`src/source/mem_bridge_pkg.sv`:
```
package mem_bridge_pkg;

  // AXI-Lite bus geometry
  parameter int axil_data_width_gp = 32;
  parameter int axil_addr_width_gp = 16;
  parameter int axil_strb_width_gp = axil_data_width_gp / 8;

  // AXI response codes
  parameter logic [1:0] resp_okay_gp   = 2'b00;
  parameter logic [1:0] resp_slverr_gp = 2'b10;

  // Access size in bytes, aligned to its own size
  typedef enum logic [1:0]
  {
    size_1   = 2'b00
    , size_2 = 2'b01
    , size_4 = 2'b10
  } msg_size_e;

  // Access direction
  typedef enum logic
  {
    msg_rd   = 1'b0
    , msg_wr = 1'b1
  } msg_type_e;

endpackage

```
`src/source/mem_port_if.sv`:
```
`timescale 1ns/1ps

interface mem_port_if;
  import mem_bridge_pkg::*;

  // Request side
  logic                          req_v;
  logic                          req_ready;
  msg_type_e                     req_type;
  msg_size_e                     req_size;
  logic [axil_addr_width_gp-1:0] req_addr;
  logic [axil_data_width_gp-1:0] req_data;

  // Response side
  logic                          rsp_v;
  logic                          rsp_ready;
  logic [axil_data_width_gp-1:0] rsp_data;
  logic                          rsp_err;

  // Client issues requests and sinks responses
  modport client
  (
    output req_v, req_type, req_size, req_addr, req_data, rsp_ready
    , input req_ready, rsp_v, rsp_data, rsp_err
  );

  modport server
  (
    input req_v, req_type, req_size, req_addr, req_data, rsp_ready
    , output req_ready, rsp_v, rsp_data, rsp_err
  );

endinterface

```
`src/source/req_arbiter.sv`:
```
`timescale 1ns/1ps

module req_arbiter
(
  input  logic         clk_i
  , input  logic       arst_n_i
  , mem_port_if.server p0_i
  , mem_port_if.server p1_i
  , mem_port_if.client mst_o
);

  logic locked_q;
  // Port that owns the master while locked
  logic gnt_q;
  // Port favored at the next pick
  logic prio_q;
  logic pick;
  logic sel;

  // Round robin among the valid ports
  always_comb
  begin
    if (prio_q == 1'b0)
      pick = !p0_i.req_v && p1_i.req_v;
    else
      pick = p1_i.req_v || !p0_i.req_v;
  end

  assign sel = locked_q ? gnt_q : pick;

  // Request path, closed while a grant is held
  assign mst_o.req_v    = !locked_q && (sel ? p1_i.req_v : p0_i.req_v);
  assign mst_o.req_type = sel ? p1_i.req_type : p0_i.req_type;
  assign mst_o.req_size = sel ? p1_i.req_size : p0_i.req_size;
  assign mst_o.req_addr = sel ? p1_i.req_addr : p0_i.req_addr;
  assign mst_o.req_data = sel ? p1_i.req_data : p0_i.req_data;

  assign p0_i.req_ready = !locked_q && !sel && mst_o.req_ready;
  assign p1_i.req_ready = !locked_q && sel && mst_o.req_ready;

  // Response goes back to the granted port only
  assign mst_o.rsp_ready = locked_q && (gnt_q ? p1_i.rsp_ready : p0_i.rsp_ready);

  assign p0_i.rsp_v    = locked_q && !gnt_q && mst_o.rsp_v;
  assign p1_i.rsp_v    = locked_q && gnt_q && mst_o.rsp_v;
  assign p0_i.rsp_data = mst_o.rsp_data;
  assign p1_i.rsp_data = mst_o.rsp_data;
  assign p0_i.rsp_err  = mst_o.rsp_err;
  assign p1_i.rsp_err  = mst_o.rsp_err;

  always_ff @(posedge clk_i or negedge arst_n_i)
  begin
    if (!arst_n_i)
    begin
      locked_q <= 1'b0;
      gnt_q    <= 1'b0;
      prio_q   <= 1'b0;
    end
    else if (mst_o.req_v && mst_o.req_ready)
    begin
      locked_q <= 1'b1;
      gnt_q    <= sel;
    end
    else if (mst_o.rsp_v && mst_o.rsp_ready)
    begin
      // Release and hand priority to the other port
      locked_q <= 1'b0;
      prio_q   <= !gnt_q;
    end
  end

endmodule

```
`src/flat_wrapper.sv`:
```
// flat-port wrapper written by rule: the top's interface ports become plain ports
module req_arbiter_flat 
  (clk_i, arst_n_i, p0_i_req_v, p0_i_req_type, p0_i_req_size, p0_i_req_addr, p0_i_req_data, p0_i_rsp_ready, p0_i_req_ready, p0_i_rsp_v, p0_i_rsp_data, p0_i_rsp_err, p1_i_req_v, p1_i_req_type, p1_i_req_size, p1_i_req_addr, p1_i_req_data, p1_i_rsp_ready, p1_i_req_ready, p1_i_rsp_v, p1_i_rsp_data, p1_i_rsp_err, mst_o_req_v, mst_o_req_type, mst_o_req_size, mst_o_req_addr, mst_o_req_data, mst_o_rsp_ready, mst_o_req_ready, mst_o_rsp_v, mst_o_rsp_data, mst_o_rsp_err);
  mem_port_if p0_i_i ();
  mem_port_if p1_i_i ();
  mem_port_if mst_o_i ();
  input  logic clk_i;
  input  logic arst_n_i;
  input wire logic [$bits(p0_i_i.req_v)-1:0] p0_i_req_v;
  input wire logic [$bits(p0_i_i.req_type)-1:0] p0_i_req_type;
  input wire logic [$bits(p0_i_i.req_size)-1:0] p0_i_req_size;
  input wire logic [$bits(p0_i_i.req_addr)-1:0] p0_i_req_addr;
  input wire logic [$bits(p0_i_i.req_data)-1:0] p0_i_req_data;
  input wire logic [$bits(p0_i_i.rsp_ready)-1:0] p0_i_rsp_ready;
  output wire logic [$bits(p0_i_i.req_ready)-1:0] p0_i_req_ready;
  output wire logic [$bits(p0_i_i.rsp_v)-1:0] p0_i_rsp_v;
  output wire logic [$bits(p0_i_i.rsp_data)-1:0] p0_i_rsp_data;
  output wire logic [$bits(p0_i_i.rsp_err)-1:0] p0_i_rsp_err;
  input wire logic [$bits(p1_i_i.req_v)-1:0] p1_i_req_v;
  input wire logic [$bits(p1_i_i.req_type)-1:0] p1_i_req_type;
  input wire logic [$bits(p1_i_i.req_size)-1:0] p1_i_req_size;
  input wire logic [$bits(p1_i_i.req_addr)-1:0] p1_i_req_addr;
  input wire logic [$bits(p1_i_i.req_data)-1:0] p1_i_req_data;
  input wire logic [$bits(p1_i_i.rsp_ready)-1:0] p1_i_rsp_ready;
  output wire logic [$bits(p1_i_i.req_ready)-1:0] p1_i_req_ready;
  output wire logic [$bits(p1_i_i.rsp_v)-1:0] p1_i_rsp_v;
  output wire logic [$bits(p1_i_i.rsp_data)-1:0] p1_i_rsp_data;
  output wire logic [$bits(p1_i_i.rsp_err)-1:0] p1_i_rsp_err;
  output wire logic [$bits(mst_o_i.req_v)-1:0] mst_o_req_v;
  output wire logic [$bits(mst_o_i.req_type)-1:0] mst_o_req_type;
  output wire logic [$bits(mst_o_i.req_size)-1:0] mst_o_req_size;
  output wire logic [$bits(mst_o_i.req_addr)-1:0] mst_o_req_addr;
  output wire logic [$bits(mst_o_i.req_data)-1:0] mst_o_req_data;
  output wire logic [$bits(mst_o_i.rsp_ready)-1:0] mst_o_rsp_ready;
  input wire logic [$bits(mst_o_i.req_ready)-1:0] mst_o_req_ready;
  input wire logic [$bits(mst_o_i.rsp_v)-1:0] mst_o_rsp_v;
  input wire logic [$bits(mst_o_i.rsp_data)-1:0] mst_o_rsp_data;
  input wire logic [$bits(mst_o_i.rsp_err)-1:0] mst_o_rsp_err;
  assign p0_i_i.req_v = p0_i_req_v;
  assign p0_i_i.req_type = p0_i_req_type;
  assign p0_i_i.req_size = p0_i_req_size;
  assign p0_i_i.req_addr = p0_i_req_addr;
  assign p0_i_i.req_data = p0_i_req_data;
  assign p0_i_i.rsp_ready = p0_i_rsp_ready;
  assign p0_i_req_ready = p0_i_i.req_ready;
  assign p0_i_rsp_v = p0_i_i.rsp_v;
  assign p0_i_rsp_data = p0_i_i.rsp_data;
  assign p0_i_rsp_err = p0_i_i.rsp_err;
  assign p1_i_i.req_v = p1_i_req_v;
  assign p1_i_i.req_type = p1_i_req_type;
  assign p1_i_i.req_size = p1_i_req_size;
  assign p1_i_i.req_addr = p1_i_req_addr;
  assign p1_i_i.req_data = p1_i_req_data;
  assign p1_i_i.rsp_ready = p1_i_rsp_ready;
  assign p1_i_req_ready = p1_i_i.req_ready;
  assign p1_i_rsp_v = p1_i_i.rsp_v;
  assign p1_i_rsp_data = p1_i_i.rsp_data;
  assign p1_i_rsp_err = p1_i_i.rsp_err;
  assign mst_o_req_v = mst_o_i.req_v;
  assign mst_o_req_type = mst_o_i.req_type;
  assign mst_o_req_size = mst_o_i.req_size;
  assign mst_o_req_addr = mst_o_i.req_addr;
  assign mst_o_req_data = mst_o_i.req_data;
  assign mst_o_rsp_ready = mst_o_i.rsp_ready;
  assign mst_o_i.req_ready = mst_o_req_ready;
  assign mst_o_i.rsp_v = mst_o_rsp_v;
  assign mst_o_i.rsp_data = mst_o_rsp_data;
  assign mst_o_i.rsp_err = mst_o_rsp_err;
  req_arbiter u_core (.clk_i(clk_i), .arst_n_i(arst_n_i), .p0_i(p0_i_i), .p1_i(p1_i_i), .mst_o(mst_o_i));
endmodule
```
`config.mk`:
```
export PLATFORM = sky130hd
export DESIGN_NAME = req_arbiter_flat
export DESIGN_NICKNAME = d
export VERILOG_FILES = /design/src/source/mem_bridge_pkg.sv /design/src/source/mem_port_if.sv /design/src/source/req_arbiter.sv /design/src/flat_wrapper.sv
export SDC_FILE = /design/constraint.sdc
export NUM_CORES = 1
export LEC_CHECK = 0
export ABC_AREA = 1
export BUFFER_PORTS_ARGS = -buffer_cell sky130_fd_sc_hd__buf_2
export CAP_MARGIN = 20
export CORE_AREA = 2 2 102 104
export DETAILED_ROUTE_END_ITERATION = 10
export DIE_AREA = 0 0 104 106
export PLACE_DENSITY_LB_ADDON = 0.3
export SLEW_MARGIN = 20
export SYNTH_ARGS = -nofsm -noshare
export SYNTH_HDL_FRONTEND = slang
export SYNTH_SLANG_ARGS = --single-unit
```
`constraint.sdc`:
```
create_clock -name clk_i -period 1.13 [get_ports clk_i]
set_input_delay 0.1695 -clock clk_i [delete_from_list [all_inputs] [get_ports clk_i]]
set_output_delay 0.1695 -clock clk_i [all_outputs]
set_load 0.02 [all_outputs]
```
# == Word level (Yosys, flattened, before mapping) ==
# Index checks and enable logic that the tools add are counted.
# word_totals
out_inout_bits,123
input_bits,143
word_cells,34
ff_bits,3
# op_classes
mux,10
n_bitwise,1
reduce_logical,20
# ops
operator,count
2-to-1 mux 32 bit,1
2-to-1 mux 16 bit,1
logical AND 1 bit,13
2-to-1 mux 1 bit,7
logical NOT 1 bit,4
2-to-1 mux 2 bit,1
AND reduction 2 bit,1
nonzero test 2 bit,1
logical OR 1 bit,1
inverter 1 bit,1

# == Depth between registers and ports, before layout ==
# Gate-level depths: netlist of run 1.
# logic_depth
word_depth,9
ltp_mapped,7
depth_no_buf,6

# == Worst setup path after synthesis of run 1 ==
# No wires, ideal clock.
# synth_path
path_kind,register -> output
startpoint,reg u_core.locked_q
endpoint,out mst_o_req_addr[10]
path_buffers,1
stages_incl_launch_ff,5
t_arrival_ns,1.123
t_required_ns,0.961
setup_slack_ns,-0.162
path_cell_list,dfrtp_1 > nand2_2 > clkbuf_1 > nand3_1 > nand2_1
# synth_between
elab_chain_cells,2
# synth_rtl
item,line,source
start: declaration,req_arbiter.sv:12,logic locked_q;
start signal: assignment,req_arbiter.sv:55,locked_q <= 1'b0;
start signal: assignment,req_arbiter.sv:61,locked_q <= 1'b1;
start signal: assignment,req_arbiter.sv:67,locked_q <= 1'b0;
2-to-1 mux 1 bit,req_arbiter.sv:29,assign sel = locked_q ? gnt_q : pick;
2-to-1 mux 16 bit,req_arbiter.sv:35,assign mst_o.req_addr = sel ? p1_i.req_addr : p0_i.req_addr;
end: declaration,flat_wrapper.sv:32,output wire logic [$bits(mst_o_i.req_addr)-1:0] mst_o_req_addr;
# No other way between the ends.

# == Worst setup path in the final report of run 1 ==
# layout_path
startpoint,reg u_core.prio_q
endpoint,out mst_o_req_addr[11]
# layout_between
elab_chain_cells,3
# layout_rtl
item,line,source
start: declaration,req_arbiter.sv:16,logic prio_q;
start signal: assignment,req_arbiter.sv:68,prio_q <= !gnt_q;
2-to-1 mux 1 bit,req_arbiter.sv:23,if (prio_q == 1'b0)
2-to-1 mux 1 bit,req_arbiter.sv:29,
2-to-1 mux 16 bit,req_arbiter.sv:35,
# No other way between the ends.

==> results of run 1 <==
## what timing repair did
item	4_1_cts	5_1_grt
setup endpoints to repair	59	60
pin swaps	3	4
endpoints found under the hold margin	3	0
hold buffers	1	0
gates resized for setup	95	52
cloned	0	4
buffers inserted	2	6
## power by group
group          switching (W)  total, W  internal [W]
clock network      0.0000833  0.000325      0.000242
registers          0.0000667  0.000233      0.000166
logic                0.00383   0.00716       0.00333
## state kept, by name, indices dropped and copies added, names as in the netlist
register / count
u_core.gnt_q: 1
u_core.locked_q: 1
u_core.prio_q: 1
## worst paths after layout
path                                from                  to  slack [ns]  cells after the start
setup / recovery           u_core.prio_q  mst_o_req_addr[11]       -0.54                      8
hold / removal               mst_o_rsp_v       u_core.prio_q        0.24                      3
setup reg to reg            u_core.gnt_q     u_core.locked_q       -0.14                      9
hold reg to reg            u_core.prio_q       u_core.prio_q        0.60                      3
max in group asynchronous       arst_n_i     u_core.locked_q        0.73                      2
min in group asynchronous       arst_n_i       u_core.prio_q        0.27                      2
## cells in the mapped netlist
library cell  count  share of area, %
nand2_1         114                29
buf_4            66                34
nand3_1          54                19
inv_1             7               1.8
buf_2             5               1.7
buf_6             5               3.9
clkbuf_1          5               1.3
a21oi_1           3               1.0
dfrtp_1           3               5.1
nor2_1            2              0.51
inv_2             1              0.26
nand2_2           1              0.43
nand2_4           1              0.77
nand3_2           1              0.69
nor3_1            1              0.34
o21ai_0           1              0.34
## worst reg2reg max path: cells and delay by family, from the launching register on
kind / cells / cell delay [ns]
compound gates: 1 / 0.07
flops: 1 / 0.44
simple gates: 3 / 0.17
buf+inv: 5 / 0.46
## stage by stage
stage	area [µm²]	total power (W)	setup slack, ns	hold slack, ns
final	2850	0.00772	-0.537	0.237
after global routing	2850	0.00824	-0.604	0.252
after CTS	2540	0.00671	-0.524	0.213
after detailed placement	2180	0.00537	-0.303	-0.0299
after global placement	2180	0.00532	-0.294	-0.0306
after floorplan	1660	0.00411	-0.0725	-0.126
## area by class of cell
type | count | area (µm²)
Tap cell | 136 | 170
Fill cell | 1104 | 7150
Timing Repair Buffer | 187 | 1430
Inverter | 8 | 32.5
Multi-Input combinational cell | 178 | 1090
Clock buffer | 4 | 45.0
Sequential cell | 3 | 77.6
## routing by layer
| metal | up-vias | track usage, % |
|---|---|---|
| met5 | - | 0 |
| met3 | 15 | 2.33 |
| li1 | 1002 | - |
| met4 | 0 | 3.38 |
| met2 | 129 | 18.2 |
| met1 | 953 | 10.7 |
## cell families after synthesis
group / Yosys count / synth area share [%]
buf+inv: 89 / 42.9
flops: 3 / 5.15
compound gates: 4 / 1.37
simple gates: 174 / 50.6
==> results.cfg, run 1 <==
[sta]
fin_setup_tns_ns = -27.16
hold_viol = 0
grt_setup_unrepaired = yes
layout_min_cycle_time_ns = 1.67
final_max_slew_viol_count = 0
tightestPinTransition_ns = 0.228
setup_viol = 60
max_freq_mhz = 600
finClkSkew_ns = 0.00516
period_share_pct = 148
relSlewSlack_pct = 84.8
worst_slack_ns = -0.537

[detailed_routing]
ant_nets = 0
wl_met3_um = 527
dr_wl_met2_um = 3520
drcViolationCount = 0
wl_per_cell_um = 12.7
drt-initial-drc-count = 112
dr.pass1.iters = 4
vias_per_cell = 4.07
top_layer_used = met4
routed_wl_um = 6540
met1Wirelength_um = 2340
via_count = 2099

[finish]
area_growth_pct = 95.1
fin_nets = 524
mostFrequentLayoutCells = 109 x buf_2, 74 x nand2_2, 50 x nand3_1
final_util_pct = 28.5
final_common_cell = buf_2
num_antenna_cells = 0
drive_gt1_share_pct = 75.3
final_cell_count_no_fill = 516

[clocking]
numCtsBuffers = 3
insertion_delay_ns = 0.22
clockBufferDepth = 2
cts_sinks = 3
cts_tree = yes
htreeDepth = 1
cts-root-buf = clkbuf_8
cts.clk_slew.worst_paths_ns = 0.04

[die]
initial_core_util_pct = 14.6
fp.dieH_um = 106
dieArea_um2 = 11000
io_pins = 266
die_w_um = 104
core-area_um2 = 10000
rows = 37

[global_routing]
grt_pass1_wl_um = 9110
grt_max_degree = 30
grt-ovfl-total = 0
antenna_found_initial = 0
grt.total_usage_pct = 9.75
grt_pass1_vias = 1978

[setup_path]
max_stage_delay_ns = 0.38
cp-start-kind = flip-flop
cp_top_family = simple AND/OR/NAND/NOR gates
worstPathArrival_ns = 1.50
worstPathRequired_ns = 0.96
crit_type = reg2out
path_max_fanout = 11
crit_chain = nand2_1 > nand2_2 > nand3_4 > nand2_8 > clkbuf_16 > nand2_2 > nand2_4 > buf_4
cpMostUsedCell = nand2_2
crit_path_end_kind = primary output
crit_slowest_cell = dfrtp_1
timing.critical_path.buf_inv = 2

[placed_design]
port_buffers = 166
place.gp.congestion = 0.714
dpl.cell_count = 500
hpwl_um = 4520

[power]
power_density_nw_per_um2 = 2710
ir_drop_mv = 1.37
leakagePower_nw = 1.55

[yosys]
synth_cells = 270
synth.distinct_cells = 16
ys_seq_area_share_pct = 5.15
syn_nets = 413
avgSynthCellArea_um2 = 5.40
netlist_area_um2 = 1460
synth_seq_cells = 3
synth_warnings = 0

[run_status]
status = complete, but fails checks
violations = negative setup slack

[worst_hold_path]
hold_class = in2reg

[run]
drv_cap = 0
Note: power is estimated with default switching activity, not from simulation.
==> run 2: changes to the inputs <==
--- a/config.mk
+++ b/config.mk
@@ -5,7 +5,6 @@
 export SDC_FILE = /design/constraint.sdc
 export NUM_CORES = 1
 export LEC_CHECK = 0
-export ABC_AREA = 1
 export BUFFER_PORTS_ARGS = -buffer_cell sky130_fd_sc_hd__buf_2
 export CAP_MARGIN = 20
 export CORE_AREA = 2 2 102 104
==> results.cfg, run 2 <==
[run_status]
status = complete, but fails checks
violations = negative setup slack

[yosys]
synth_commonest_cells = 66 x buf_4, 41 x mux2_2, 10 x mux2_4, 7 x nor2_1, 5 x buf_6
synth_edf_count = 0
synth_top_area_cell = buf_4
synth_top_area_share_pct = 35.9
syn_nets = 292
avgSynthCellArea_um2 = 9.25
yosys.area_share.simple_pct = 4.45
ys_seq_area_share_pct = 5.44
synth_compound_area_share_pct = 4.72
synth_cells = 149
synth_warnings = 0
ys.flop_type = dfrtp_1
synth_top_family_by_area = multiplexers
netlist_area_um2 = 1380
synth.distinct_cells = 18
synthMuxAreaShare_pct = 45.1
async_flop_share_pct = 100
synth_seq_cells = 3
synth_area_leaders = buf_4 36%, mux2_2 33%, mux2_4 11%
synth_xor_area_share_pct = 0
synthAdderAreaFrac_pct = 0
synth_most_common_cell = buf_4

[setup_path]
r2r-end = u_core.prio_q
crit_slowest_cell = dfrtp_1
max_stage_delay_ns = 0.40
cp-start-kind = flip-flop
crit_chain = a21boi_2 > o31ai_4 > buf_6 > buf_12 > buf_4 > mux2_4 > buf_2
r2r_setup_slack_ns = -0.05
reg2reg_from = u_core.gnt_q
crit_path_end_kind = primary output
path_max_fanout = 6
critPathLaunch = u_core.prio_q
worstPathRequired_ns = 0.96
worstPathArrival_ns = 1.82
ff2ff_path_depth = 5
crit_type = reg2out

[finish]
n_fill_cell = 1093
fin_nets = 422
design_area_um2 = 2550
multi_input_area_um2 = 987
final_common_cell = buf_2
final_cell_count_no_fill = 414
drive_gt1_share_pct = 95.0
largestRegisters = u_core.gnt_q x1, u_core.locked_q x1, u_core.prio_q x1
area_growth_pct = 84.8
mostFrequentLayoutCells = 139 x buf_2, 50 x mux2_4, 28 x buf_4
num_antenna_cells = 0
ff_latch_area_um2 = 75.1

[power]
leakagePower_nw = 1.41
power_density_nw_per_um2 = 2500
ir_drop_mv = 0.716

[global_routing]
antenna_found_initial = 1
grt-ovfl-total = 0
grt_max_degree = 12
grt_pass1_wl_um = 8710
grt_pass1_vias = 1577
grt.total_usage_pct = 10.2

[sta]
grt_setup_unrepaired = yes
layout_min_cycle_time_ns = 1.99
tightestPinTransition_ns = 0.195
finClkSkew_ns = 0.00517
worst_slack_ns = -0.859
relSlewSlack_pct = 86.7
period_share_pct = 176
max_freq_mhz = 503
hold_viol = 0
final_max_slew_viol_count = 0
setup_viol = 59

[die]
dieArea_um2 = 11000
fp.dieH_um = 106
rows = 37
core-area_um2 = 10000
initial_core_util_pct = 13.8
die_w_um = 104
io_pins = 266

[worst_hold_path]
holdPathEnd = u_core.prio_q
holdPathStages = 3
worstHoldStart = mst_o_rsp_v
hold_class = in2reg

[clocking]
clockBufferDepth = 2
cts-root-buf = clkbuf_8
cts_sinks = 3
cts_tree = yes
numCtsBuffers = 3
cts.clk_slew.worst_paths_ns = 0.03
insertion_delay_ns = 0.22
htreeDepth = 1

[placed_design]
port_buffers = 166
place_area_um2 = 2150
dpl.cell_count = 399
place.gp.congestion = 0.867
hpwl_um = 5520

[detailed_routing]
ant_nets = 0
dr.pass1.iters = 4
vias_per_cell = 3.69
routed_wl_um = 6200
drt-initial-drc-count = 61
via_count = 1527
drcViolationCount = 0
wl_per_cell_um = 15.0

[run]
drv_cap = 0
[run 2: cell types whose count changed in the layout (fill, tap and decap cells not counted), sizes merged, moves of 2 or more]
cell / before / now
nor2: 2 / 8
nand3: 55 / 0
buf: 183 / 195
nand2: 116 / 3
o31ai: 0 / 2
inv: 8 / 1
mux2: 0 / 51
clkbuf: 7 / 4
[run 2: cell type report]
cell class,instances,area share [%]
clock buffer,4,1.77
inverter,1,0.245
multi-input combinational,74,38.7
sequential,3,2.95
tap,136,6.68
timing repair buffer,196,49.6
[run 2: critical path, delay by kind of cell (launching register included)]
family	cells	cell delay [ns]
buffers and inverters	4	0.57
DFF	1	0.40
AOI/OAI and AO/OA	2	0.32
muxes	1	0.30
[run 2: logic make-up (layout without fill, tap and decap cells)]
| kind of cell | count (synthesis) | in the layout |
|---|---|---|
| flops | 3 | 3 |
| compound gates | 8 | 8 |
| buf+inv | 72 | 201 |
| simple gates | 14 | 14 |
| mux | 52 | 52 |
[run 2: layer usage]
metal	track usage [%]	routed length [µm]
met1	9.60	2000
met2	18.8	3150
met3	3.86	734
met4	5.98	307
met5	0	16
[run 2: timing repair]
item	4_1_cts	5_1_grt
buffers inserted	4	7
resized for setup	36	39
cloned	1	0
hold buffers	1	0
endpoints found under the hold margin	3	0
endpoints found under the setup margin	58	59
pin swaps	2	3
[run 2: where the power goes]
part           total [W]  switching [W]  internal [W]
clock           0.000313      0.0000724      0.000241
sequential      0.000211      0.0000533      0.000158
combinational    0.00585        0.00258       0.00327
total            0.00637        0.00270       0.00367
[run 2: worst max path at each step]
stage,endpoint
after floorplan,mst_o_req_addr[0]
after global placement,mst_o_req_data[1]
after detailed placement,mst_o_req_addr[12]
after CTS,mst_o_req_data[4]
after global routing,mst_o_req_addr[12]
final,mst_o_req_data[1]
[run 2: through the flow]
step	power, W	setup WS [ns]	utilization, %	hold WS (ns)	TNS, ns
after floorplan	0.00384	-0.466	-	-0.126	-23.74
after global placement	0.00500	-0.609	21.5	-0.0293	-30.09
after detailed placement	0.00503	-0.636	21.5	-0.0288	-31.58
after CTS	0.00597	-0.862	23.6	0.281	-43.83
after global routing	0.00671	-0.919	25.5	0.288	-47.20
final	0.00637	-0.859	25.5	0.282	-43.93
==> run 3: changes to the inputs <==
--- a/config.mk
+++ b/config.mk
@@ -11,6 +11,7 @@
 export DETAILED_ROUTE_END_ITERATION = 10
 export DIE_AREA = 0 0 104 106
 export PLACE_DENSITY_LB_ADDON = 0.3
+export SKIP_CTS_REPAIR_TIMING = 1
 export SLEW_MARGIN = 20
 export SYNTH_ARGS = -nofsm -noshare
 export SYNTH_HDL_FRONTEND = slang
==> constraint.sdc (replaced) <==
create_clock -name clk_i -period 1.13 [get_ports clk_i]
set_input_delay 0.0565 -clock clk_i [delete_from_list [all_inputs] [get_ports clk_i]]
set_output_delay 0.0565 -clock clk_i [all_outputs]
set_load 0.02 [all_outputs]
==> results.cfg, run 3 (synthesis gave the netlist of run 2 again) <==
[global_routing]
grt-ovfl-total = 0
grt.total_usage_pct = 8.94
grt_pass1_wl_um = 7870
antenna_found_initial = 0
grt_pass1_vias = 1449
grt_max_degree = 14

[setup_path]
worstPathArrival_ns = 1.79
crit_type = reg2out
crit_path_end_kind = primary output
crit_slowest_cell = dfrtp_1
timing.critical_path.buf_inv = 3
path_max_fanout = 13
cpMostUsedCell = buf_12
cp_top_family = buffers and inverters
crit_chain = a21boi_2 > o31ai_4 > buf_12 > buf_12 > mux2_4 > buf_2
worstPathRequired_ns = 1.07
cp-start-kind = flip-flop
max_stage_delay_ns = 0.38

[detailed_routing]
wl_per_cell_um = 13.8
routed_wl_um = 5560
ant_nets = 0
drcViolationCount = 0
dr.pass1.iters = 4
vias_per_cell = 3.59
drt-initial-drc-count = 49
via_count = 1447

[placed_design]
place.gp.congestion = 0.813
hpwl_um = 4960
port_buffers = 166

[sta]
grt_setup_unrepaired = yes
finClkSkew_ns = 0.00448
holdWs_ns = 0.113
max_freq_mhz = 542
layout_min_cycle_time_ns = 1.85
hold_viol = 0
relSlewSlack_pct = 85.3
fin_setup_tns_ns = -35.23
setup_viol = 55
final_max_slew_viol_count = 0
tightestPinTransition_ns = 0.221
period_share_pct = 163
worst_slack_ns = -0.716

[clocking]
cts_tree = yes
insertion_delay_ns = 0.22
numCtsBuffers = 3
htreeDepth = 1
cts.clk_slew.worst_paths_ns = 0.03
clockBufferDepth = 2
cts_sinks = 3
cts-root-buf = clkbuf_8

[die]
fp.dieH_um = 106
die_w_um = 104
rows = 37
initial_core_util_pct = 13.8
dieArea_um2 = 11000
io_pins = 266
core-area_um2 = 10000

[power]
p_sw_w = 0.00249
leakagePower_nw = 1.33
seqPwrFrac_pct = 3.8
ir_drop_mv = 0.821
combPwrFrac_pct = 90.6
clock_power_share_pct = 5.6
p_int_w = 0.00322
switching_share_pct = 43.6
power_density_nw_per_um2 = 2420

[worst_hold_path]
hold_class = in2out

[finish]
drive_gt1_share_pct = 93.3
ff_latch_area_um2 = 76.3
num_antenna_cells = 0
multi_input_area_um2 = 931
fin_nets = 411
n_fill_cell = 1121
area_growth_pct = 71.1
largestRegisters = u_core.gnt_q x1, u_core.locked_q x1, u_core.prio_q x1
final_common_cell = buf_2
mostFrequentLayoutCells = 147 x buf_2, 50 x mux2_4, 17 x buf_4

[run_status]
status = complete, but fails checks
violations = negative setup slack

[run]
drv_cap = 0
run 3: cell count changes in the layout (fill, tap and decap cells not counted), sizes merged:
| cell | before | now |
|---|---|---|
| buf | 195 | 184 |
run 3: final cells by class:
class | count | share of cell area (%)
flip-flops and latches | 3 | 3.23
repair buffers | 185 | 48.0
clock buffers | 4 | 1.91
inverters | 1 | 0.159
multi-input cells | 74 | 39.4
well taps | 136 | 7.21
run 3: path summary, 6_finish.rpt:
path | to | from | cells after the start | slack [ns]
min reg2reg | u_core.prio_q | u_core.prio_q | 2 | 0.58
min | p1_i_rsp_data[16] | mst_o_rsp_data[16] | 0 | 0.11
max in group asynchronous | u_core.locked_q | arst_n_i | 2 | 0.82
max reg2reg | u_core.prio_q | u_core.gnt_q | 4 | 0.05
min in group asynchronous | u_core.prio_q | arst_n_i | 2 | 0.19
max | mst_o_req_data[7] | u_core.prio_q | 6 | -0.72
run 3: metrics by stage:
step	utilization, %	std cells	instance area [µm²]	worst slack [ns]	total power (W)
3_3_place_gp	21.4	395	2140	-0.471	0.00495
6_report	23.6	403	2360	-0.716	0.00570
4_1_cts	21.9	399	2190	-0.736	0.00531
5_1_grt	23.6	403	2360	-0.777	0.00600
3_5_place_dp	21.4	395	2140	-0.498	0.00498
2_1_floorplan	-	149	1530	-0.353	0.00383
run 3: power groups by stage:
stage / combinational [W] / clock, W / sequential, W
floorplan: 0.00361 / 0 / 0.000222
global placement: 0.00475 / 0 / 0.000206
detailed placement: 0.00477 / 0 / 0.000208
CTS: 0.00477 / 0.000327 / 0.000208
global route: 0.00544 / 0.000335 / 0.000226
finish: 0.00517 / 0.000319 / 0.000217
run 3: layer usage:
metal  share of wire [%]  vias to the layer above  global-route usage [%]
li1                    -                      676                       -
met1                  36                      622                    10.0
met2                  48                      103                    15.0
met3                  10                       46                    2.39
met4                 5.6                        0                    5.69
met5                   0                        -                       0
