File: config.mk
export PLATFORM = sky130hd
export DESIGN_NAME = axil_master_flat
export DESIGN_NICKNAME = d
export VERILOG_FILES = /design/src/source/mem_bridge_pkg.sv /design/src/source/axil_if.sv /design/src/source/mem_port_if.sv /design/src/source/axil_master.sv /design/src/flat_wrapper.sv
export SDC_FILE = /design/constraint.sdc
export NUM_CORES = 1
export LEC_CHECK = 0
export ABC_AREA = 1
export BUFFER_PORTS_ARGS = -buffer_cell sky130_fd_sc_hd__buf_2
export CORE_MARGIN = 1
export CORE_UTILIZATION = 52
export DETAILED_ROUTE_END_ITERATION = 8
export GPL_ROUTABILITY_DRIVEN = 0
export PLACE_DENSITY = 0.95
export SYNTH_ARGS = -nofsm -noshare
export SYNTH_HDL_FRONTEND = slang
export SYNTH_SLANG_ARGS = --single-unit
File: constraint.sdc
create_clock -name clk_i -period 7.3 [get_ports clk_i]
set_input_delay 0.73 -clock clk_i [delete_from_list [all_inputs] [get_ports clk_i]]
set_output_delay 0.73 -clock clk_i [all_outputs]
set_load 0.05 [all_outputs]
File: src/source/mem_bridge_pkg.sv
package mem_bridge_pkg;

  // AXI-Lite bus geometry
  parameter int axil_data_width_gp = 32;
  parameter int axil_addr_width_gp = 16;
  parameter int axil_strb_width_gp = axil_data_width_gp / 8;

  // AXI response codes
  parameter logic [1:0] resp_okay_gp   = 2'b00;
  parameter logic [1:0] resp_slverr_gp = 2'b10;

  // Access size in bytes, aligned to its own size
  typedef enum logic [1:0]
  {
    size_1   = 2'b00
    , size_2 = 2'b01
    , size_4 = 2'b10
  } msg_size_e;

  // Access direction
  typedef enum logic
  {
    msg_rd   = 1'b0
    , msg_wr = 1'b1
  } msg_type_e;

endpackage

File: src/source/axil_if.sv
`timescale 1ns/1ps

interface axil_if;
  import mem_bridge_pkg::*;

  // Write address
  logic [axil_addr_width_gp-1:0] awaddr;
  logic [2:0]                    awprot;
  logic                          awvalid;
  logic                          awready;

  // Write data
  logic [axil_data_width_gp-1:0] wdata;
  logic [axil_strb_width_gp-1:0] wstrb;
  logic                          wvalid;
  logic                          wready;

  // Write response
  logic [1:0]                    bresp;
  logic                          bvalid;
  logic                          bready;

  // Read address
  logic [axil_addr_width_gp-1:0] araddr;
  logic [2:0]                    arprot;
  logic                          arvalid;
  logic                          arready;

  // Read data
  logic [axil_data_width_gp-1:0] rdata;
  logic [1:0]                    rresp;
  logic                          rvalid;
  logic                          rready;

  modport master
  (
    output awaddr, awprot, awvalid, wdata, wstrb, wvalid, bready
    , output araddr, arprot, arvalid, rready
    , input awready, wready, bresp, bvalid, arready, rdata, rresp, rvalid
  );

  modport slave
  (
    input awaddr, awprot, awvalid, wdata, wstrb, wvalid, bready
    , input araddr, arprot, arvalid, rready
    , output awready, wready, bresp, bvalid, arready, rdata, rresp, rvalid
  );

endinterface

File: src/source/mem_port_if.sv
`timescale 1ns/1ps

interface mem_port_if;
  import mem_bridge_pkg::*;

  // Request side
  logic                          req_v;
  logic                          req_ready;
  msg_type_e                     req_type;
  msg_size_e                     req_size;
  logic [axil_addr_width_gp-1:0] req_addr;
  logic [axil_data_width_gp-1:0] req_data;

  // Response side
  logic                          rsp_v;
  logic                          rsp_ready;
  logic [axil_data_width_gp-1:0] rsp_data;
  logic                          rsp_err;

  // Client issues requests and sinks responses
  modport client
  (
    output req_v, req_type, req_size, req_addr, req_data, rsp_ready
    , input req_ready, rsp_v, rsp_data, rsp_err
  );

  modport server
  (
    input req_v, req_type, req_size, req_addr, req_data, rsp_ready
    , output req_ready, rsp_v, rsp_data, rsp_err
  );

endinterface

File: src/source/axil_master.sv
`timescale 1ns/1ps

module axil_master
(
  input  logic         clk_i
  , input  logic       arst_n_i
  , mem_port_if.server req_i
  , axil_if.master     axil_o
);
  import mem_bridge_pkg::*;

  typedef enum logic [2:0]
  {
    s_idle
    , s_wr_addr
    , s_wr_resp
    , s_rd_addr
    , s_rd_data
    , s_respond
  } state_e;

  state_e                        state_q;
  state_e                        state_n;
  logic                          aw_done_q;
  logic                          w_done_q;
  logic [axil_addr_width_gp-1:0] addr_q;
  msg_size_e                     size_q;
  logic [axil_data_width_gp-1:0] wdata_q;
  logic [axil_strb_width_gp-1:0] wstrb_q;
  logic [axil_data_width_gp-1:0] rsp_data_q;
  logic                          rsp_err_q;

  logic [1:0]                    req_off;
  logic [axil_strb_width_gp-1:0] req_strb;
  logic [axil_data_width_gp-1:0] req_wdata;
  logic [7:0]                    rd_byte;
  logic [15:0]                   rd_half;
  logic [axil_data_width_gp-1:0] rd_packed;
  logic                          req_hs;
  logic                          rsp_hs;
  logic                          aw_hs;
  logic                          w_hs;
  logic                          b_hs;
  logic                          ar_hs;
  logic                          r_hs;

  assign req_hs = req_i.req_v && req_i.req_ready;
  assign rsp_hs = req_i.rsp_v && req_i.rsp_ready;
  assign aw_hs  = axil_o.awvalid && axil_o.awready;
  assign w_hs   = axil_o.wvalid && axil_o.wready;
  assign b_hs   = axil_o.bvalid && axil_o.bready;
  assign ar_hs  = axil_o.arvalid && axil_o.arready;
  assign r_hs   = axil_o.rvalid && axil_o.rready;

  // Strobe and lane placement from size and byte offset
  assign req_off = req_i.req_addr[1:0];

  always_comb
  begin
    case (req_i.req_size)
      size_1:  req_strb = 4'b0001 << req_off;
      size_2:  req_strb = 4'b0011 << req_off;
      default: req_strb = '1;
    endcase
  end

  assign req_wdata = req_i.req_data << {req_off, 3'b000};

  // Addressed bytes repeated across the word
  assign rd_byte = axil_o.rdata[{addr_q[1:0], 3'b000} +: 8];
  assign rd_half = axil_o.rdata[{addr_q[1], 4'b0000} +: 16];

  always_comb
  begin
    case (size_q)
      size_1:  rd_packed = {4{rd_byte}};
      size_2:  rd_packed = {2{rd_half}};
      default: rd_packed = axil_o.rdata;
    endcase
  end

  always_comb
  begin
    state_n = state_q;
    case (state_q)
      s_idle:    if (req_hs) state_n = (req_i.req_type == msg_wr) ? s_wr_addr : s_rd_addr;
      s_wr_addr: if ((aw_done_q || aw_hs) && (w_done_q || w_hs)) state_n = s_wr_resp;
      s_wr_resp: if (b_hs) state_n = s_respond;
      s_rd_addr: if (ar_hs) state_n = s_rd_data;
      s_rd_data: if (r_hs) state_n = s_respond;
      s_respond: if (rsp_hs) state_n = s_idle;
      default:   state_n = s_idle;
    endcase
  end

  always_ff @(posedge clk_i or negedge arst_n_i)
  begin
    if (!arst_n_i)
    begin
      state_q   <= s_idle;
      aw_done_q <= 1'b0;
      w_done_q  <= 1'b0;
    end
    else
    begin
      state_q   <= state_n;
      // AW and W may be taken in different cycles
      aw_done_q <= req_hs ? 1'b0 : (aw_done_q || aw_hs);
      w_done_q  <= req_hs ? 1'b0 : (w_done_q || w_hs);
    end
  end

  always_ff @(posedge clk_i)
  begin
    if (req_hs)
    begin
      addr_q  <= req_i.req_addr;
      size_q  <= req_i.req_size;
      wdata_q <= req_wdata;
      wstrb_q <= req_strb;
    end
    if (state_q == s_wr_resp && b_hs)
    begin
      rsp_data_q <= '0;
      rsp_err_q  <= (axil_o.bresp == resp_slverr_gp);
    end
    else if (r_hs)
    begin
      rsp_data_q <= rd_packed;
      rsp_err_q  <= (axil_o.rresp == resp_slverr_gp);
    end
  end

  assign req_i.req_ready = (state_q == s_idle);
  assign req_i.rsp_v     = (state_q == s_respond);
  assign req_i.rsp_data  = rsp_data_q;
  assign req_i.rsp_err   = rsp_err_q;

  assign axil_o.awaddr  = addr_q;
  assign axil_o.awprot  = 3'b000;
  assign axil_o.awvalid = (state_q == s_wr_addr) && !aw_done_q;
  assign axil_o.wdata   = wdata_q;
  assign axil_o.wstrb   = wstrb_q;
  assign axil_o.wvalid  = (state_q == s_wr_addr) && !w_done_q;
  assign axil_o.bready  = 1'b1;
  assign axil_o.araddr  = addr_q;
  assign axil_o.arprot  = 3'b000;
  assign axil_o.arvalid = (state_q == s_rd_addr);
  assign axil_o.rready  = (state_q == s_rd_data);

endmodule

File: src/flat_wrapper.sv
// flat-port wrapper written by rule: the top's interface ports become plain ports
module axil_master_flat import mem_bridge_pkg::*;
  (clk_i, arst_n_i, req_i_req_v, req_i_req_type, req_i_req_size, req_i_req_addr, req_i_req_data, req_i_rsp_ready, req_i_req_ready, req_i_rsp_v, req_i_rsp_data, req_i_rsp_err, axil_o_awaddr, axil_o_awprot, axil_o_awvalid, axil_o_wdata, axil_o_wstrb, axil_o_wvalid, axil_o_bready, axil_o_araddr, axil_o_arprot, axil_o_arvalid, axil_o_rready, axil_o_awready, axil_o_wready, axil_o_bresp, axil_o_bvalid, axil_o_arready, axil_o_rdata, axil_o_rresp, axil_o_rvalid);
  mem_port_if req_i_i ();
  axil_if axil_o_i ();
  input  logic clk_i;
  input  logic arst_n_i;
  input wire logic [$bits(req_i_i.req_v)-1:0] req_i_req_v;
  input wire logic [$bits(req_i_i.req_type)-1:0] req_i_req_type;
  input wire logic [$bits(req_i_i.req_size)-1:0] req_i_req_size;
  input wire logic [$bits(req_i_i.req_addr)-1:0] req_i_req_addr;
  input wire logic [$bits(req_i_i.req_data)-1:0] req_i_req_data;
  input wire logic [$bits(req_i_i.rsp_ready)-1:0] req_i_rsp_ready;
  output wire logic [$bits(req_i_i.req_ready)-1:0] req_i_req_ready;
  output wire logic [$bits(req_i_i.rsp_v)-1:0] req_i_rsp_v;
  output wire logic [$bits(req_i_i.rsp_data)-1:0] req_i_rsp_data;
  output wire logic [$bits(req_i_i.rsp_err)-1:0] req_i_rsp_err;
  output wire logic [$bits(axil_o_i.awaddr)-1:0] axil_o_awaddr;
  output wire logic [$bits(axil_o_i.awprot)-1:0] axil_o_awprot;
  output wire logic [$bits(axil_o_i.awvalid)-1:0] axil_o_awvalid;
  output wire logic [$bits(axil_o_i.wdata)-1:0] axil_o_wdata;
  output wire logic [$bits(axil_o_i.wstrb)-1:0] axil_o_wstrb;
  output wire logic [$bits(axil_o_i.wvalid)-1:0] axil_o_wvalid;
  output wire logic [$bits(axil_o_i.bready)-1:0] axil_o_bready;
  output wire logic [$bits(axil_o_i.araddr)-1:0] axil_o_araddr;
  output wire logic [$bits(axil_o_i.arprot)-1:0] axil_o_arprot;
  output wire logic [$bits(axil_o_i.arvalid)-1:0] axil_o_arvalid;
  output wire logic [$bits(axil_o_i.rready)-1:0] axil_o_rready;
  input wire logic [$bits(axil_o_i.awready)-1:0] axil_o_awready;
  input wire logic [$bits(axil_o_i.wready)-1:0] axil_o_wready;
  input wire logic [$bits(axil_o_i.bresp)-1:0] axil_o_bresp;
  input wire logic [$bits(axil_o_i.bvalid)-1:0] axil_o_bvalid;
  input wire logic [$bits(axil_o_i.arready)-1:0] axil_o_arready;
  input wire logic [$bits(axil_o_i.rdata)-1:0] axil_o_rdata;
  input wire logic [$bits(axil_o_i.rresp)-1:0] axil_o_rresp;
  input wire logic [$bits(axil_o_i.rvalid)-1:0] axil_o_rvalid;
  assign req_i_i.req_v = req_i_req_v;
  assign req_i_i.req_type = req_i_req_type;
  assign req_i_i.req_size = req_i_req_size;
  assign req_i_i.req_addr = req_i_req_addr;
  assign req_i_i.req_data = req_i_req_data;
  assign req_i_i.rsp_ready = req_i_rsp_ready;
  assign req_i_req_ready = req_i_i.req_ready;
  assign req_i_rsp_v = req_i_i.rsp_v;
  assign req_i_rsp_data = req_i_i.rsp_data;
  assign req_i_rsp_err = req_i_i.rsp_err;
  assign axil_o_awaddr = axil_o_i.awaddr;
  assign axil_o_awprot = axil_o_i.awprot;
  assign axil_o_awvalid = axil_o_i.awvalid;
  assign axil_o_wdata = axil_o_i.wdata;
  assign axil_o_wstrb = axil_o_i.wstrb;
  assign axil_o_wvalid = axil_o_i.wvalid;
  assign axil_o_bready = axil_o_i.bready;
  assign axil_o_araddr = axil_o_i.araddr;
  assign axil_o_arprot = axil_o_i.arprot;
  assign axil_o_arvalid = axil_o_i.arvalid;
  assign axil_o_rready = axil_o_i.rready;
  assign axil_o_i.awready = axil_o_awready;
  assign axil_o_i.wready = axil_o_wready;
  assign axil_o_i.bresp = axil_o_bresp;
  assign axil_o_i.bvalid = axil_o_bvalid;
  assign axil_o_i.arready = axil_o_arready;
  assign axil_o_i.rdata = axil_o_rdata;
  assign axil_o_i.rresp = axil_o_rresp;
  assign axil_o_i.rvalid = axil_o_rvalid;
  axil_master u_core (.clk_i(clk_i), .arst_n_i(arst_n_i), .req_i(req_i_i), .axil_o(axil_o_i));
endmodule
## Word level (Yosys, flattened, before mapping)

Index checks and enable logic that the tools add are counted.

- Add/sub/neg operators: 0
- Multipliers: 0
- Div/mod/pow operators: 0
- Order comparisons: 0
- Equal/unequal tests: 15
- Shift-type cells: 5
- Muxes and demuxes: 14
- Bitwise gates (word level): 0
- Reduce and logical (&&, ||, !) cells: 19

Operator list:

| cell | count |
|---|---|
| 32-bit one-hot mux with 2 select lines | 1 |
| 32-bit by 6-bit indexed part select with 16-bit output | 1 |
| 32-bit by 6-bit indexed part select with 8-bit output | 1 |
| 32-bit by 5-bit << shifter with 32-bit output | 1 |
| 3-bit 2-to-1 mux | 6 |
| 3-bit one-hot mux with 6 select lines | 1 |
| 1-bit logical AND | 10 |
| 2-bit inequality test, second input constant | 5 |
| 4-bit one-hot mux with 2 select lines | 1 |
| 3-bit by 2-bit == test with 1-bit output, second input constant | 2 |
| 3-bit == test, second input constant | 2 |
| 6-bit AND reduction | 1 |
| 2-bit by 1-bit == test with 1-bit output, second input constant | 2 |
| 2-bit == test, second input constant | 2 |
| 2-bit logical NOT | 2 |
| 1-bit 2-to-1 mux | 4 |
| 1-bit by 2-bit << shifter with 4-bit output, first input constant | 1 |
| 2-bit by 2-bit << shifter with 4-bit output, first input constant | 1 |
| 3-bit by 1-bit == test with 1-bit output, second input constant | 1 |
| 3-bit logical NOT | 1 |
| 1-bit logical NOT | 2 |
| 1-bit logical OR | 2 |
| 2-bit 2-to-1 mux | 1 |
| 2-bit by 1-bit inequality test with 1-bit output, second input constant | 1 |
| 2-bit nonzero test | 1 |

- Register bits: 92
- Bits in latches: 0
- Bits in writable memories: 0
- Memory bits (read-only): 0
- Input port bits: 96
- Output and inout bits: 114
- Word-level logic and storage cells: 62
- Memories: 0

## Logic depth before layout (Yosys ltp)

Gate-level depths: netlist of run 1.

- Word-level depth: 7
- Mapped depth: 11
- Depth with buffers taken out: 9

## Worst setup path after synthesis of run 1

Ideal clock, no wire load.

- Kind: input-to-reg
- Start point: input req_i_req_v
- End point: register u_core.addr_q[0], in the netlist u_core.axil_o.araddr[0], enable pin
- Library setup time: 0.469 ns
- Arrival time: 3.089 ns
- Required time: 6.831 ns
- Path slack: 3.742 ns
- Stages: 2
- Buffers on the path: 0
- Cell sequence: inv_1 -> nor2_1

- Longest elaborated chain between the ends: 1

Ends and longest elaborated chain:

| element | line | text |
|---|---|---|
| start: declaration | flat_wrapper.sv:8 | `input wire logic [$bits(req_i_i.req_v)-1:0] req_i_req_v;` |
| 1-bit logical AND | axil_master.sv:47 | `assign req_hs = req_i.req_v && req_i.req_ready;` |
| named net u_core.req_hs | axil_master.sv:39 | `logic req_hs;` |
| end signal: assignment | axil_master.sv:117 | `addr_q <= req_i.req_addr;` |
| end: declaration | axil_master.sv:26 | `logic [axil_addr_width_gp-1:0] addr_q;` |

The timed path passes the listed nets, and every way through them passes these cells.
A chain may end at the register's enable or synchronous reset.

## Worst setup path after layout of run 1

- Start point: input req_i_req_addr[0]
- End point: register u_core.wdata_q[17], in the netlist u_core.axil_o.wdata[17], data pin

- Longest elaborated chain between the ends: 1

Ends and longest elaborated chain:

| element | line | text |
|---|---|---|
| start: declaration | flat_wrapper.sv:11 | `input wire logic [$bits(req_i_i.req_addr)-1:0] req_i_req_addr;` |
| 32-bit by 5-bit << shifter with 32-bit output | axil_master.sv:67 | `assign req_wdata = req_i.req_data << {req_off, 3'b000};` |
| named net u_core.req_wdata[17] | axil_master.sv:35 | `logic [axil_data_width_gp-1:0] req_wdata;` |
| end signal: assignment | axil_master.sv:119 | `wdata_q <= req_wdata;` |
| end: declaration | axil_master.sv:28 | `logic [axil_data_width_gp-1:0] wdata_q;` |

The timed path passes the listed nets, and every way through them passes these cells.

==> qor.yml, run 1 <==
final_layout:
  drive_gt1_frac: 0.328
  area_growth_pct: 22.0
  diodes: 0
  finalNetCount: 856
timing:
  worstMarginPinSlew_ns: 1.16
  hold_violations: 0
  tns_ns: 0
  clock.fmax_ghz: 0.425
  period_share: 0.323
  grt_setup_unrepaired: "false"
  skew_ns: 0.00921
  setup_viol: 0
  maxSlewViolCount: 0
  slew_headroom: 0.222
  period_needed_ns: 2.36
power:
  total_power_mw: 2.43
  leakage_nw: 3.10
  irDropWorstVdd_v: 0.000241
  p_per_area_nw_per_um2: 410
placed_design:
  numPortBuffers: 202
  hpwl_mm: 9.19
setup_path:
  crit_cells: 4
  path_buf_inv: 2
  endpoint: "u_core.axil_o.wdata[17]"
  r2r-start: "u_core.state_q[0]"
  worst_r2r_path_depth: 9
  path_cells: "buf_2 -> clkinv_1 -> o21ai_0 -> o31ai_1"
  cp-start-kind: "input pin"
  r2r_end: "u_core.req_i.rsp_data[0]"
  crit_family: "buffers and inverters"
  crit_required_ns: 7.40
  rrSetupSlack_ns: 5.03
  slowest_stage: "clkinv_1"
  cp_slowest_stage_delay_ns: 0.75
  path_class: "input pin to register"
  critPathMaxFanout: 36
  critical_path_arrival_ns: 2.46
  crit_path_end_kind: "register"
  startpoint: "req_i_req_addr[0]"
global_route:
  grt_max_degree: 57
  grt_overflow: 0
  antenna_found_initial: 0
  grt_pass1_vias: 4187
  grt_usage: 0.261
  grt_first_pass_wirelength_mm: 19.7
detailed_routing:
  drcViolationCount: 0
  wl_mm: 12.8
  vias_per_cell: 5.23
  drtPass1Iterations: 5
  wl_per_cell_um: 14.7
  vias: 4564
  drtIter0Drc: 234
  ant_nets: 0
floorplanning:
  num_rows: 34
  die_height_um: 98.7
  initial_utilization: 0.547
  die_w_um: 98.7
  fp.coreArea_um2: 8890
  ios: 210
  design.die.area_um2: 9750
cts:
  cts-root-buf: "clkbuf_8"
  clkLatencyLatePin_ns: 0.36
  htree_levels: 3
  cts_resized: 0
  clockBufferDepth: 2
  cts_made_buffers: 9
  clkTransAtPathRegs_ns: 0.11
  cts_tree: "done"
  cts_setup_buffers: 0
  holdBufCountCts: 0
  clkSinkCount: 92
synthesis:
  synth-xor-area-share: 0
  netlist_area_um2: 4860
  ys_warn_count: 0
  syn-mean-instance-area_um2: 8.23
  synth.distinct_cells: 33
  synth-simple-area-share: 0.178
  yosysSeqAreaShare: 0.497
  synthMuxAreaShare: 0.00617
  syn_inst: 591
  synth_top_family_by_area: "simple AND/OR/NAND/NOR gates"
  synthAdderAreaFrac: 0
  ys_ff_latch: 92
  synth-compound-area-share: 0.167
run_status:
  outcome: "finished clean"
worst_hold_path:
  hold_class: "input pin to asynchronous set/reset pin"
flow_run:
  cap_violations: 0
[per-layer routing]
| layer | wire length [um] | track usage | vias to the layer above |
|---|---|---|---|
| met2 | 6340 | 0.473 | 258 |
| met1 | 5000 | 0.293 | 2031 |
| met3 | 1160 | 0.0645 | 24 |
| met5 | 0 | 0 | - |
| li1 | - | - | 2251 |
| met4 | 310 | 0.106 | 0 |
[flip-flops by register name, summed over array words and instances, names as in the netlist]
name                   count
u_core.axil_o.wstrb        4
u_core.axil_o.araddr      16
u_core.req_i.rsp_data     32
u_core.w_done_q            1
u_core.axil_o.wdata       32
u_core.state_q             3
u_core.size_q              2
u_core.req_i.rsp_err       1
u_core.aw_done_q           1
[cells in the mapped netlist (all sizes together)]
library cell | instances | area [um2]
o21ai | 61 | 305
dfxtp | 32 | 641
nand4 | 2 | 12.5
buf | 43 | 307
nor3 | 5 | 25.0
o32ai | 2 | 17.5
clkbuf | 10 | 37.5
mux2i | 3 | 30.0
or2 | 1 | 6.26
a21oi | 56 | 355
edfxtp | 55 | 1650
inv | 100 | 375
nor2 | 24 | 100
a22oi | 6 | 45.0
nand3 | 58 | 290
o211ai | 8 | 60.1
dfrtp | 5 | 125
clkinv | 2 | 8.75
conb | 2 | 7.51
nand2 | 111 | 427
nand3b | 1 | 7.51
o31ai | 4 | 30.0
[worst min-delay path by stage]
stage | end | slack (ns) | cells past startpoint
2_1_floorplan | u_core.aw_done_q | 0.43 | 0
3_3_place_gp | u_core.req_i.rsp_data[29] | 0.52 | 4
3_5_place_dp | u_core.req_i.rsp_data[21] | 0.52 | 4
4_1_cts | u_core.w_done_q | 0.16 | 1
5_1_grt | u_core.state_q[1] | 0.15 | 1
6_report | u_core.state_q[2] | 0.17 | 1
[metrics by stage]
step                cells   util  setup slack (ns)  area (um2)  hold WS, ns
floorplan             596      -              3.74        4880        0.434
global placement      857  0.644              4.66        5720        0.519
detailed placement    857  0.644              4.59        5720        0.521
CTS                   873  0.667              4.99        5930        0.160
global route          873  0.667              4.76        5930        0.150
finish                873  0.667              4.94        5930        0.171
[final cells by class]
class	instances	area, um2
inverter	102	384
clock buffer	9	124
multi-input combinational	349	1750
timing repair buffer	206	1040
sequential	92	2420
fill	719	2960
tap	108	135
clock inverter	7	86.3
[placed cells by master (no fill, tap or decap), types with 4 or more instances in the layout]
cell and n:
a21oi_1 36, a21oi_2 20, a22oi_1 6, buf_2 202
buf_4 4, clkbuf_8 9, conb_1 7, dfrtp_1 5
dfxtp_1 32, edfxtp_1 55, inv_1 98, nand2_1 109
nand3_1 58, nor2_1 21, nor3_1 5, o211ai_1 8
o21ai_0 31, o21ai_1 30, o31ai_1 4
[logic make-up after synthesis]
group	after synthesis
simple gates	202
compound gates	137
flops	92
other cells	2
buf+inv	155
mux	3
[worst register-to-register path, delay by kind of cell (launching register included)]
| family | cells | cell delay (ns) |
|---|---|---|
| simple gates | 4 | 0.57 |
| compound gates | 1 | 0.31 |
| flops | 1 | 0.52 |
| buf+inv | 4 | 0.77 |
[power breakdown]
part           internal [mW]  total, mW  switching, mW
Sequential             0.729      0.808         0.0790
Clock                  0.167      0.371          0.204
Combinational          0.287       1.25          0.966
No activity file was read; power rests on OpenSTA's default activity.
==> inputs of run 2 (changes only) <==
--- a/config.mk
+++ b/config.mk
@@ -8,10 +8,10 @@
 export ABC_AREA = 1
 export BUFFER_PORTS_ARGS = -buffer_cell sky130_fd_sc_hd__buf_2
 export CORE_MARGIN = 1
-export CORE_UTILIZATION = 52
+export CORE_UTILIZATION = 48
 export DETAILED_ROUTE_END_ITERATION = 8
 export GPL_ROUTABILITY_DRIVEN = 0
-export PLACE_DENSITY = 0.95
+export PLACE_DENSITY = 0.92
 export SYNTH_ARGS = -nofsm -noshare
 export SYNTH_HDL_FRONTEND = slang
 export SYNTH_SLANG_ARGS = --single-unit
==> constraint.sdc (replaced) <==
create_clock -name clk_i -period 2.37 [get_ports clk_i]
set_input_delay 0.237 -clock clk_i [delete_from_list [all_inputs] [get_ports clk_i]]
set_output_delay 0.237 -clock clk_i [all_outputs]
set_load 0.05 [all_outputs]
==> run 2 against run 1 <==
  * Combinational power grew to 3.1 times the previous value
  * Final area is 1.4% higher
  * Clock power grew to 2.9 times the previous value
  * Critical path depth is 5 higher
  * Global-route usage is 1.6 points lower
  * Flip-flop and latch count stayed put
  * Non-clock buffer count is 6 higher
  * Sequential share of layout area is 0.55 points lower
  * First-iteration DRC count is 11% lower
  * Critical path type is now register to register
==> qor.yml, run 2 (synthesis gave the netlist of run 1 again) <==
cts:
  htree_levels: 3  # unchanged
  clkSinkCount: 92  # unchanged
  clkLatencyLatePin_ns: 0.36  # about the same
  cts_setup_buffers: 0  # unchanged
  cts-root-buf: "clkbuf_8"  # unchanged
  clkTransAtPathRegs_ns: 0.11  # about the same
  cts_made_buffers: 9  # unchanged
  cts_tree: "done"  # unchanged
  clockBufferDepth: 2  # unchanged
detailed_routing:
  wl_met3_mm: 1.25  # was 1.16 mm
  drtPass1Iterations: 7  # was 5
  wl_mm: 12.8  # about the same
  met1_length_mm: 4.98  # was 5.00 mm
  drcViolationCount: 0  # unchanged
  wl_per_cell_um: 14.1  # was 14.7 um
  vias_per_cell: 5.13  # was 5.23
  vias: 4639  # was 4564
  met2_length_mm: 6.28  # was 6.34 mm
  drtIter0Drc: 209  # was 234
  ant_nets: 0  # unchanged
  highest_layer: "met4"  # unchanged
final_layout:
  ff_latch_area_um2: 2420  # unchanged
  multi_input_area_um2: 1750  # unchanged
  finalNetCount: 862  # was 856
  drive_gt1_frac: 0.332  # was 0.328
  num-fill-cells: 868  # was 719
  final_common_cell: "buf_2"  # unchanged
  final_cell_mix: "202 x buf_2, 109 x nand2_1, 98 x inv_1"  # unchanged
  area_growth_pct: 23.6  # was 22.0%
  fin_cells: 905  # was 873
power:
  p_per_area_nw_per_um2: 1250  # was 410 nW/um2
  total_power_mw: 7.50  # was 2.43 mW
  leakage_nw: 3.13  # was 3.10 nW
  irDropWorstVdd_v: 0.000561  # was 0.000241 V
run_status:
  outcome: "finished clean"  # unchanged
global_route:
  antenna_found_initial: 1  # was 0
  grt_overflow: 0  # unchanged
  grt_usage: 0.244  # was 0.261
  grt_first_pass_wirelength_mm: 19.8  # was 19.7 mm
  grt_pass1_vias: 4285  # was 4187
  grt_max_degree: 57  # unchanged
setup_path:
  path_cells: "inv_1 -> nand2_2 -> nor2_4 -> nand2_4 -> clkinv_2 -> o21ai_0 -> inv_1 -> nand2_1 -> inv_1"  # was buf_2 -> clkinv_1 -> o21ai_0 -> o31ai_1
  crit_path_end_kind: "register"  # unchanged
  crit_top_cell: "inv_1"
  crit_required_ns: 2.64  # was 7.40 ns
  cp-start-kind: "register"  # was input pin
  slowest_stage: "dfrtp_1"  # was clkinv_1
  path_class: "register to register"  # was input pin to register
  cp_slowest_stage_delay_ns: 0.50  # was 0.75 ns
  critPathMaxFanout: 32  # was 36
  critical_path_arrival_ns: 2.30  # was 2.46 ns
placed_design:
  dp_cells: 887  # was 857
  hpwl_mm: 9.37  # was 9.19 mm
  numPortBuffers: 202  # unchanged
timing:
  skew_ns: 0.0110  # was 0.00921 ns
  maxSlewViolCount: 0  # unchanged
  period_needed_ns: 2.03
  setup_viol: 0  # unchanged
  tns_ns: 0  # unchanged
  grt_setup_unrepaired: "false"  # unchanged
  worstMarginPinSlew_ns: 0.720  # was 1.16 ns
  hold_violations: 0  # unchanged
  slew_headroom: 0.518  # was 0.222
  period_share: 0.856
  clock.fmax_ghz: 0.493
floorplanning:
  design.die.area_um2: 10500  # was 9750 um2
  initial_utilization: 0.495  # was 0.547
  die_w_um: 103  # was 98.7 um
  num_rows: 36  # was 34
  die_height_um: 103  # was 98.7 um
  fp.coreArea_um2: 9820  # was 8890 um2
  ios: 210  # unchanged
worst_hold_path:
  hold_class: "input pin to register"  # was input pin to asynchronous set/reset pin
flow_run:
  cap_violations: 0  # unchanged
-- run 2: metal layers --
layer / vias up / global-route usage
met4: 0 / 0.0901
met5: - / 0
met3: 19 / 0.0746
li1: 2266 / -
met1: 2126 / 0.285
met2: 228 / 0.422
-- run 2: area by class of cell --
type | count | share of cell area
Tap cell | 133 | 0.0277
Clock buffer | 10 | 0.0229
Multi-Input combinational cell | 349 | 0.290
Inverter | 102 | 0.0639
Antenna cell | 1 | 0.000416
Sequential cell | 92 | 0.402
Timing Repair Buffer | 212 | 0.183
Clock inverter | 6 | 0.00999
-- run 2: power breakdown --
group	switching [mW]	internal [mW]	leakage, nW
clock network	0.629	0.445	0.104
logic	3.02	0.910	2.18
registers	0.255	2.24	0.840
-- run 2: through the flow --
stage / utilization / hold slack (ns) / setup slack [ns] / instance area, um2
global placement: 0.591 / 0.0604 / 0.495 / 5800
finish: 0.613 / 0.0449 / 0.342 / 6010
CTS: 0.612 / 0.0237 / 0.402 / 6010
global route: 0.613 / 0.0181 / 0.199 / 6010
detailed placement: 0.591 / 0.0610 / 0.417 / 5800
floorplan: - / -0.0586 / 0.353 / 4890
-- run 2: repair_timing --
action,CTS,global route
resized for setup,0,0
hold endpoints to repair,5,0
hold buffers,1,0
-- run 2: final timing paths --
path / depth (start not counted) / slack, ns / end / start
worst min register to register: 4 / 0.55 / u_core.req_i.rsp_data[19] / u_core.req_i.rsp_data[19]
worst min-delay path: 1 / 0.04 / u_core.axil_o.araddr[10] / req_i_req_addr[10]
worst max register to register: 9 / 0.34 / u_core.req_i.rsp_data[0] / u_core.state_q[0]
max in group asynchronous: 2 / 2.01 / u_core.state_q[2] / arst_n_i
min in group asynchronous: 2 / 0.22 / u_core.w_done_q / arst_n_i
worst max-delay path: 9 / 0.34 / u_core.req_i.rsp_data[0] / u_core.state_q[0]
-- run 2: worst max-delay path, delay by kind of cell, from the launching register on --
family | cells | cell delay [ns]
buffers and inverters | 4 | 0.68
flip-flops | 1 | 0.50
AND/OR/NAND/NOR | 4 | 0.42
AO/OA/AOI/OAI | 1 | 0.33
==> inputs of run 3 (changes only) <==
--- a/config.mk
+++ b/config.mk
@@ -12,6 +12,7 @@
 export DETAILED_ROUTE_END_ITERATION = 8
 export GPL_ROUTABILITY_DRIVEN = 0
 export PLACE_DENSITY = 0.92
+export RECOVER_POWER = 25
 export SYNTH_ARGS = -nofsm -noshare
 export SYNTH_HDL_FRONTEND = slang
 export SYNTH_SLANG_ARGS = --single-unit
==> run 3 against run 2 <==
  * The run now ends with max-capacitance violations, max-slew violations left
  * Power fell by 0.28%
  * First-iteration DRC count rose by 11%
  * Non-clock buffer count did not move
  * Critical path depth did not move
==> qor.yml, run 3 (synthesis gave the netlist of run 1 again) <==
flow_run:
  cap_violations: 1  # was 0
power:
  irDropWorstVdd_v: 0.000560  # was 0.000561 V
  seqPwrFrac: 0.334  # was 0.333
  p_per_area_nw_per_um2: 1250  # about the same
  leakage_nw: 3.05  # was 3.13 nW
  p_switching_mw: 3.90  # about the same
  switching_share: 0.522  # was 0.520
  power_frac_clock: 0.143  # about the same
  total_power_mw: 7.48  # was 7.50 mW
  p_int_mw: 3.57  # was 3.60 mW
  combPwrFrac: 0.523  # was 0.524
floorplanning:
  initial_utilization: 0.495  # unchanged
  design.die.area_um2: 10500  # unchanged
  ios: 210  # unchanged
  num_rows: 36  # unchanged
  die_w_um: 103  # unchanged
  fp.coreArea_um2: 9820  # unchanged
  die_height_um: 103  # unchanged
final_layout:
  num-fill-cells: 891  # was 868
  final_core_util: 0.609  # was 0.613
  area_growth_pct: 22.9  # was 23.6%
  final_cell_mix: "178 x buf_2, 109 x nand2_1, 98 x inv_1"  # was 202 x buf_2, 109 x nand2_1, 98 x inv_1
  final_common_cell: "buf_2"  # unchanged
  final_area_um2: 5980  # was 6010 um2
  finalNetCount: 862  # unchanged
  drive_gt1_frac: 0.298  # was 0.332
cts:
  cts_resized: 0  # unchanged
  clockBufferDepth: 2  # unchanged
  clkTransAtPathRegs_ns: 0.11  # about the same
  clkLatencyLatePin_ns: 0.35  # was 0.36 ns
  cts_setup_buffers: 0  # unchanged
  htree_levels: 3  # unchanged
  cts_tree: "done"  # unchanged
  cts_made_buffers: 9  # unchanged
  holdBufCountCts: 1  # unchanged
  cts-root-buf: "clkbuf_8"  # unchanged
  clkSinkCount: 92  # unchanged
timing:
  hold_violations: 0  # unchanged
  grt_setup_unrepaired: "false"  # unchanged
  tns_ns: 0  # unchanged
  setup_viol: 0  # unchanged
  period_needed_ns: 2.01  # was 2.03 ns
  maxSlewViolCount: 41  # was 0
  skew_ns: 0.00623  # was 0.0110 ns
  worstMarginPinSlew_ns: 1.62  # was 0.720 ns
  period_share: 0.847  # was 0.856
  slew_headroom: -0.0833  # was 0.518
  clock.fmax_ghz: 0.498  # was 0.493 GHz
  setup_ws_ns: 0.362  # was 0.342 ns
detailed_routing:
  drtIter0Drc: 233  # was 209
  ant_nets: 0  # unchanged
  drtPass1Iterations: 6  # was 7
  wl_mm: 12.8  # about the same
  highest_layer: "met4"  # unchanged
  wl_met3_mm: 1.33  # was 1.25 mm
  wl_per_cell_um: 14.1  # about the same
  vias: 4675  # was 4639
  vias_per_cell: 5.17  # was 5.13
  met2_length_mm: 6.27  # was 6.28 mm
  drcViolationCount: 0  # unchanged
  met1_length_mm: 4.85  # was 4.98 mm
global_route:
  antenna_found_initial: 1  # unchanged
  grt_max_degree: 57  # unchanged
  grt_pass1_vias: 4285  # unchanged
  grt_overflow: 0  # unchanged
  grt_usage: 0.244  # unchanged
  grt_first_pass_wirelength_mm: 19.8  # unchanged
setup_path:
  worst_r2r_path_depth: 9  # unchanged
  path_class: "register to register"  # unchanged
  crit_path_end_kind: "register"  # unchanged
  cp-start-kind: "register"  # unchanged
  crit_required_ns: 2.64  # about the same
  critPathMaxFanout: 32  # unchanged
  critical_path_arrival_ns: 2.28  # was 2.30 ns
placed_design:
  placed_area_um2: 5800  # unchanged
  pre_cts_ws_ns: 0.417  # unchanged
  hpwl_mm: 9.37  # unchanged
  numPortBuffers: 202  # unchanged
run_status:
  violations: "max-capacitance violations, max-slew violations"
  outcome: "finished, violations left"  # was finished clean
worst_hold_path:
  hold_class: "input pin to register"  # unchanged
  min_path_cells: 1  # unchanged
run 3: changes by cell type in the layout (fill, tap and decap cells not counted), sizes merged:
cell    before  now
clkbuf      10   36
buf        211  185
run 3: worst paths after layout:
check	start	endpoint	slack (ns)
setup reg to reg	u_core.state_q[0]	u_core.req_i.rsp_data[0]	0.36
min in group asynchronous	arst_n_i	u_core.w_done_q	0.27
hold reg to reg	u_core.req_i.rsp_data[19]	u_core.req_i.rsp_data[19]	0.55
setup / recovery	u_core.state_q[0]	u_core.req_i.rsp_data[0]	0.36
hold / removal	req_i_req_addr[10]	u_core.axil_o.araddr[10]	0.04
max in group asynchronous	arst_n_i	u_core.state_q[2]	1.87
run 3: metrics by stage:
step / cells / hold slack, ns
finish: 905 / 0.0442
global route: 905 / 0.0181
CTS: 904 / 0.0237
detailed placement: 887 / 0.0610
global placement: 887 / 0.0604
floorplan: 596 / -0.0586
run 3: worst max-delay path, cell delays in order, from the launching register on:
cell,delay [ns]
dfrtp_1,0.50
inv_1,0.12
nand2_2,0.09
nor2_4,0.04
nand2_4,0.23
clkinv_2,0.45
o21ai_0,0.32
inv_1,0.07
nand2_1,0.06
inv_1,0.03
run 3: cell type report:
type / instances / area (um2) / share of cell area
clock inverters: 6 / 60.1 / 0.0100
well taps: 133 / 166 / 0.0278
diodes: 1 / 2.50 / 0.000419
multi-input cells: 349 / 1750 / 0.292
clock buffers: 10 / 138 / 0.0230
repair buffers: 212 / 1060 / 0.178
flip-flops and latches: 92 / 2420 / 0.404
inverters: 102 / 384 / 0.0643
run 3: metal layers:
metal	up-vias	global-route usage
li1	2264	-
met1	2121	0.285
met2	264	0.422
met3	26	0.0746
met4	0	0.0901
met5	-	0
run 3: power by group through the flow:
stage                     sequential, mW  clock, mW  combinational (mW)
final                               2.50       1.07                3.91
after global routing                2.56       1.15                4.21
after CTS                           2.49       1.09                3.93
after detailed placement            2.52          0                3.92
after global placement              2.51          0                3.84
after floorplan                     3.92          0                1.71
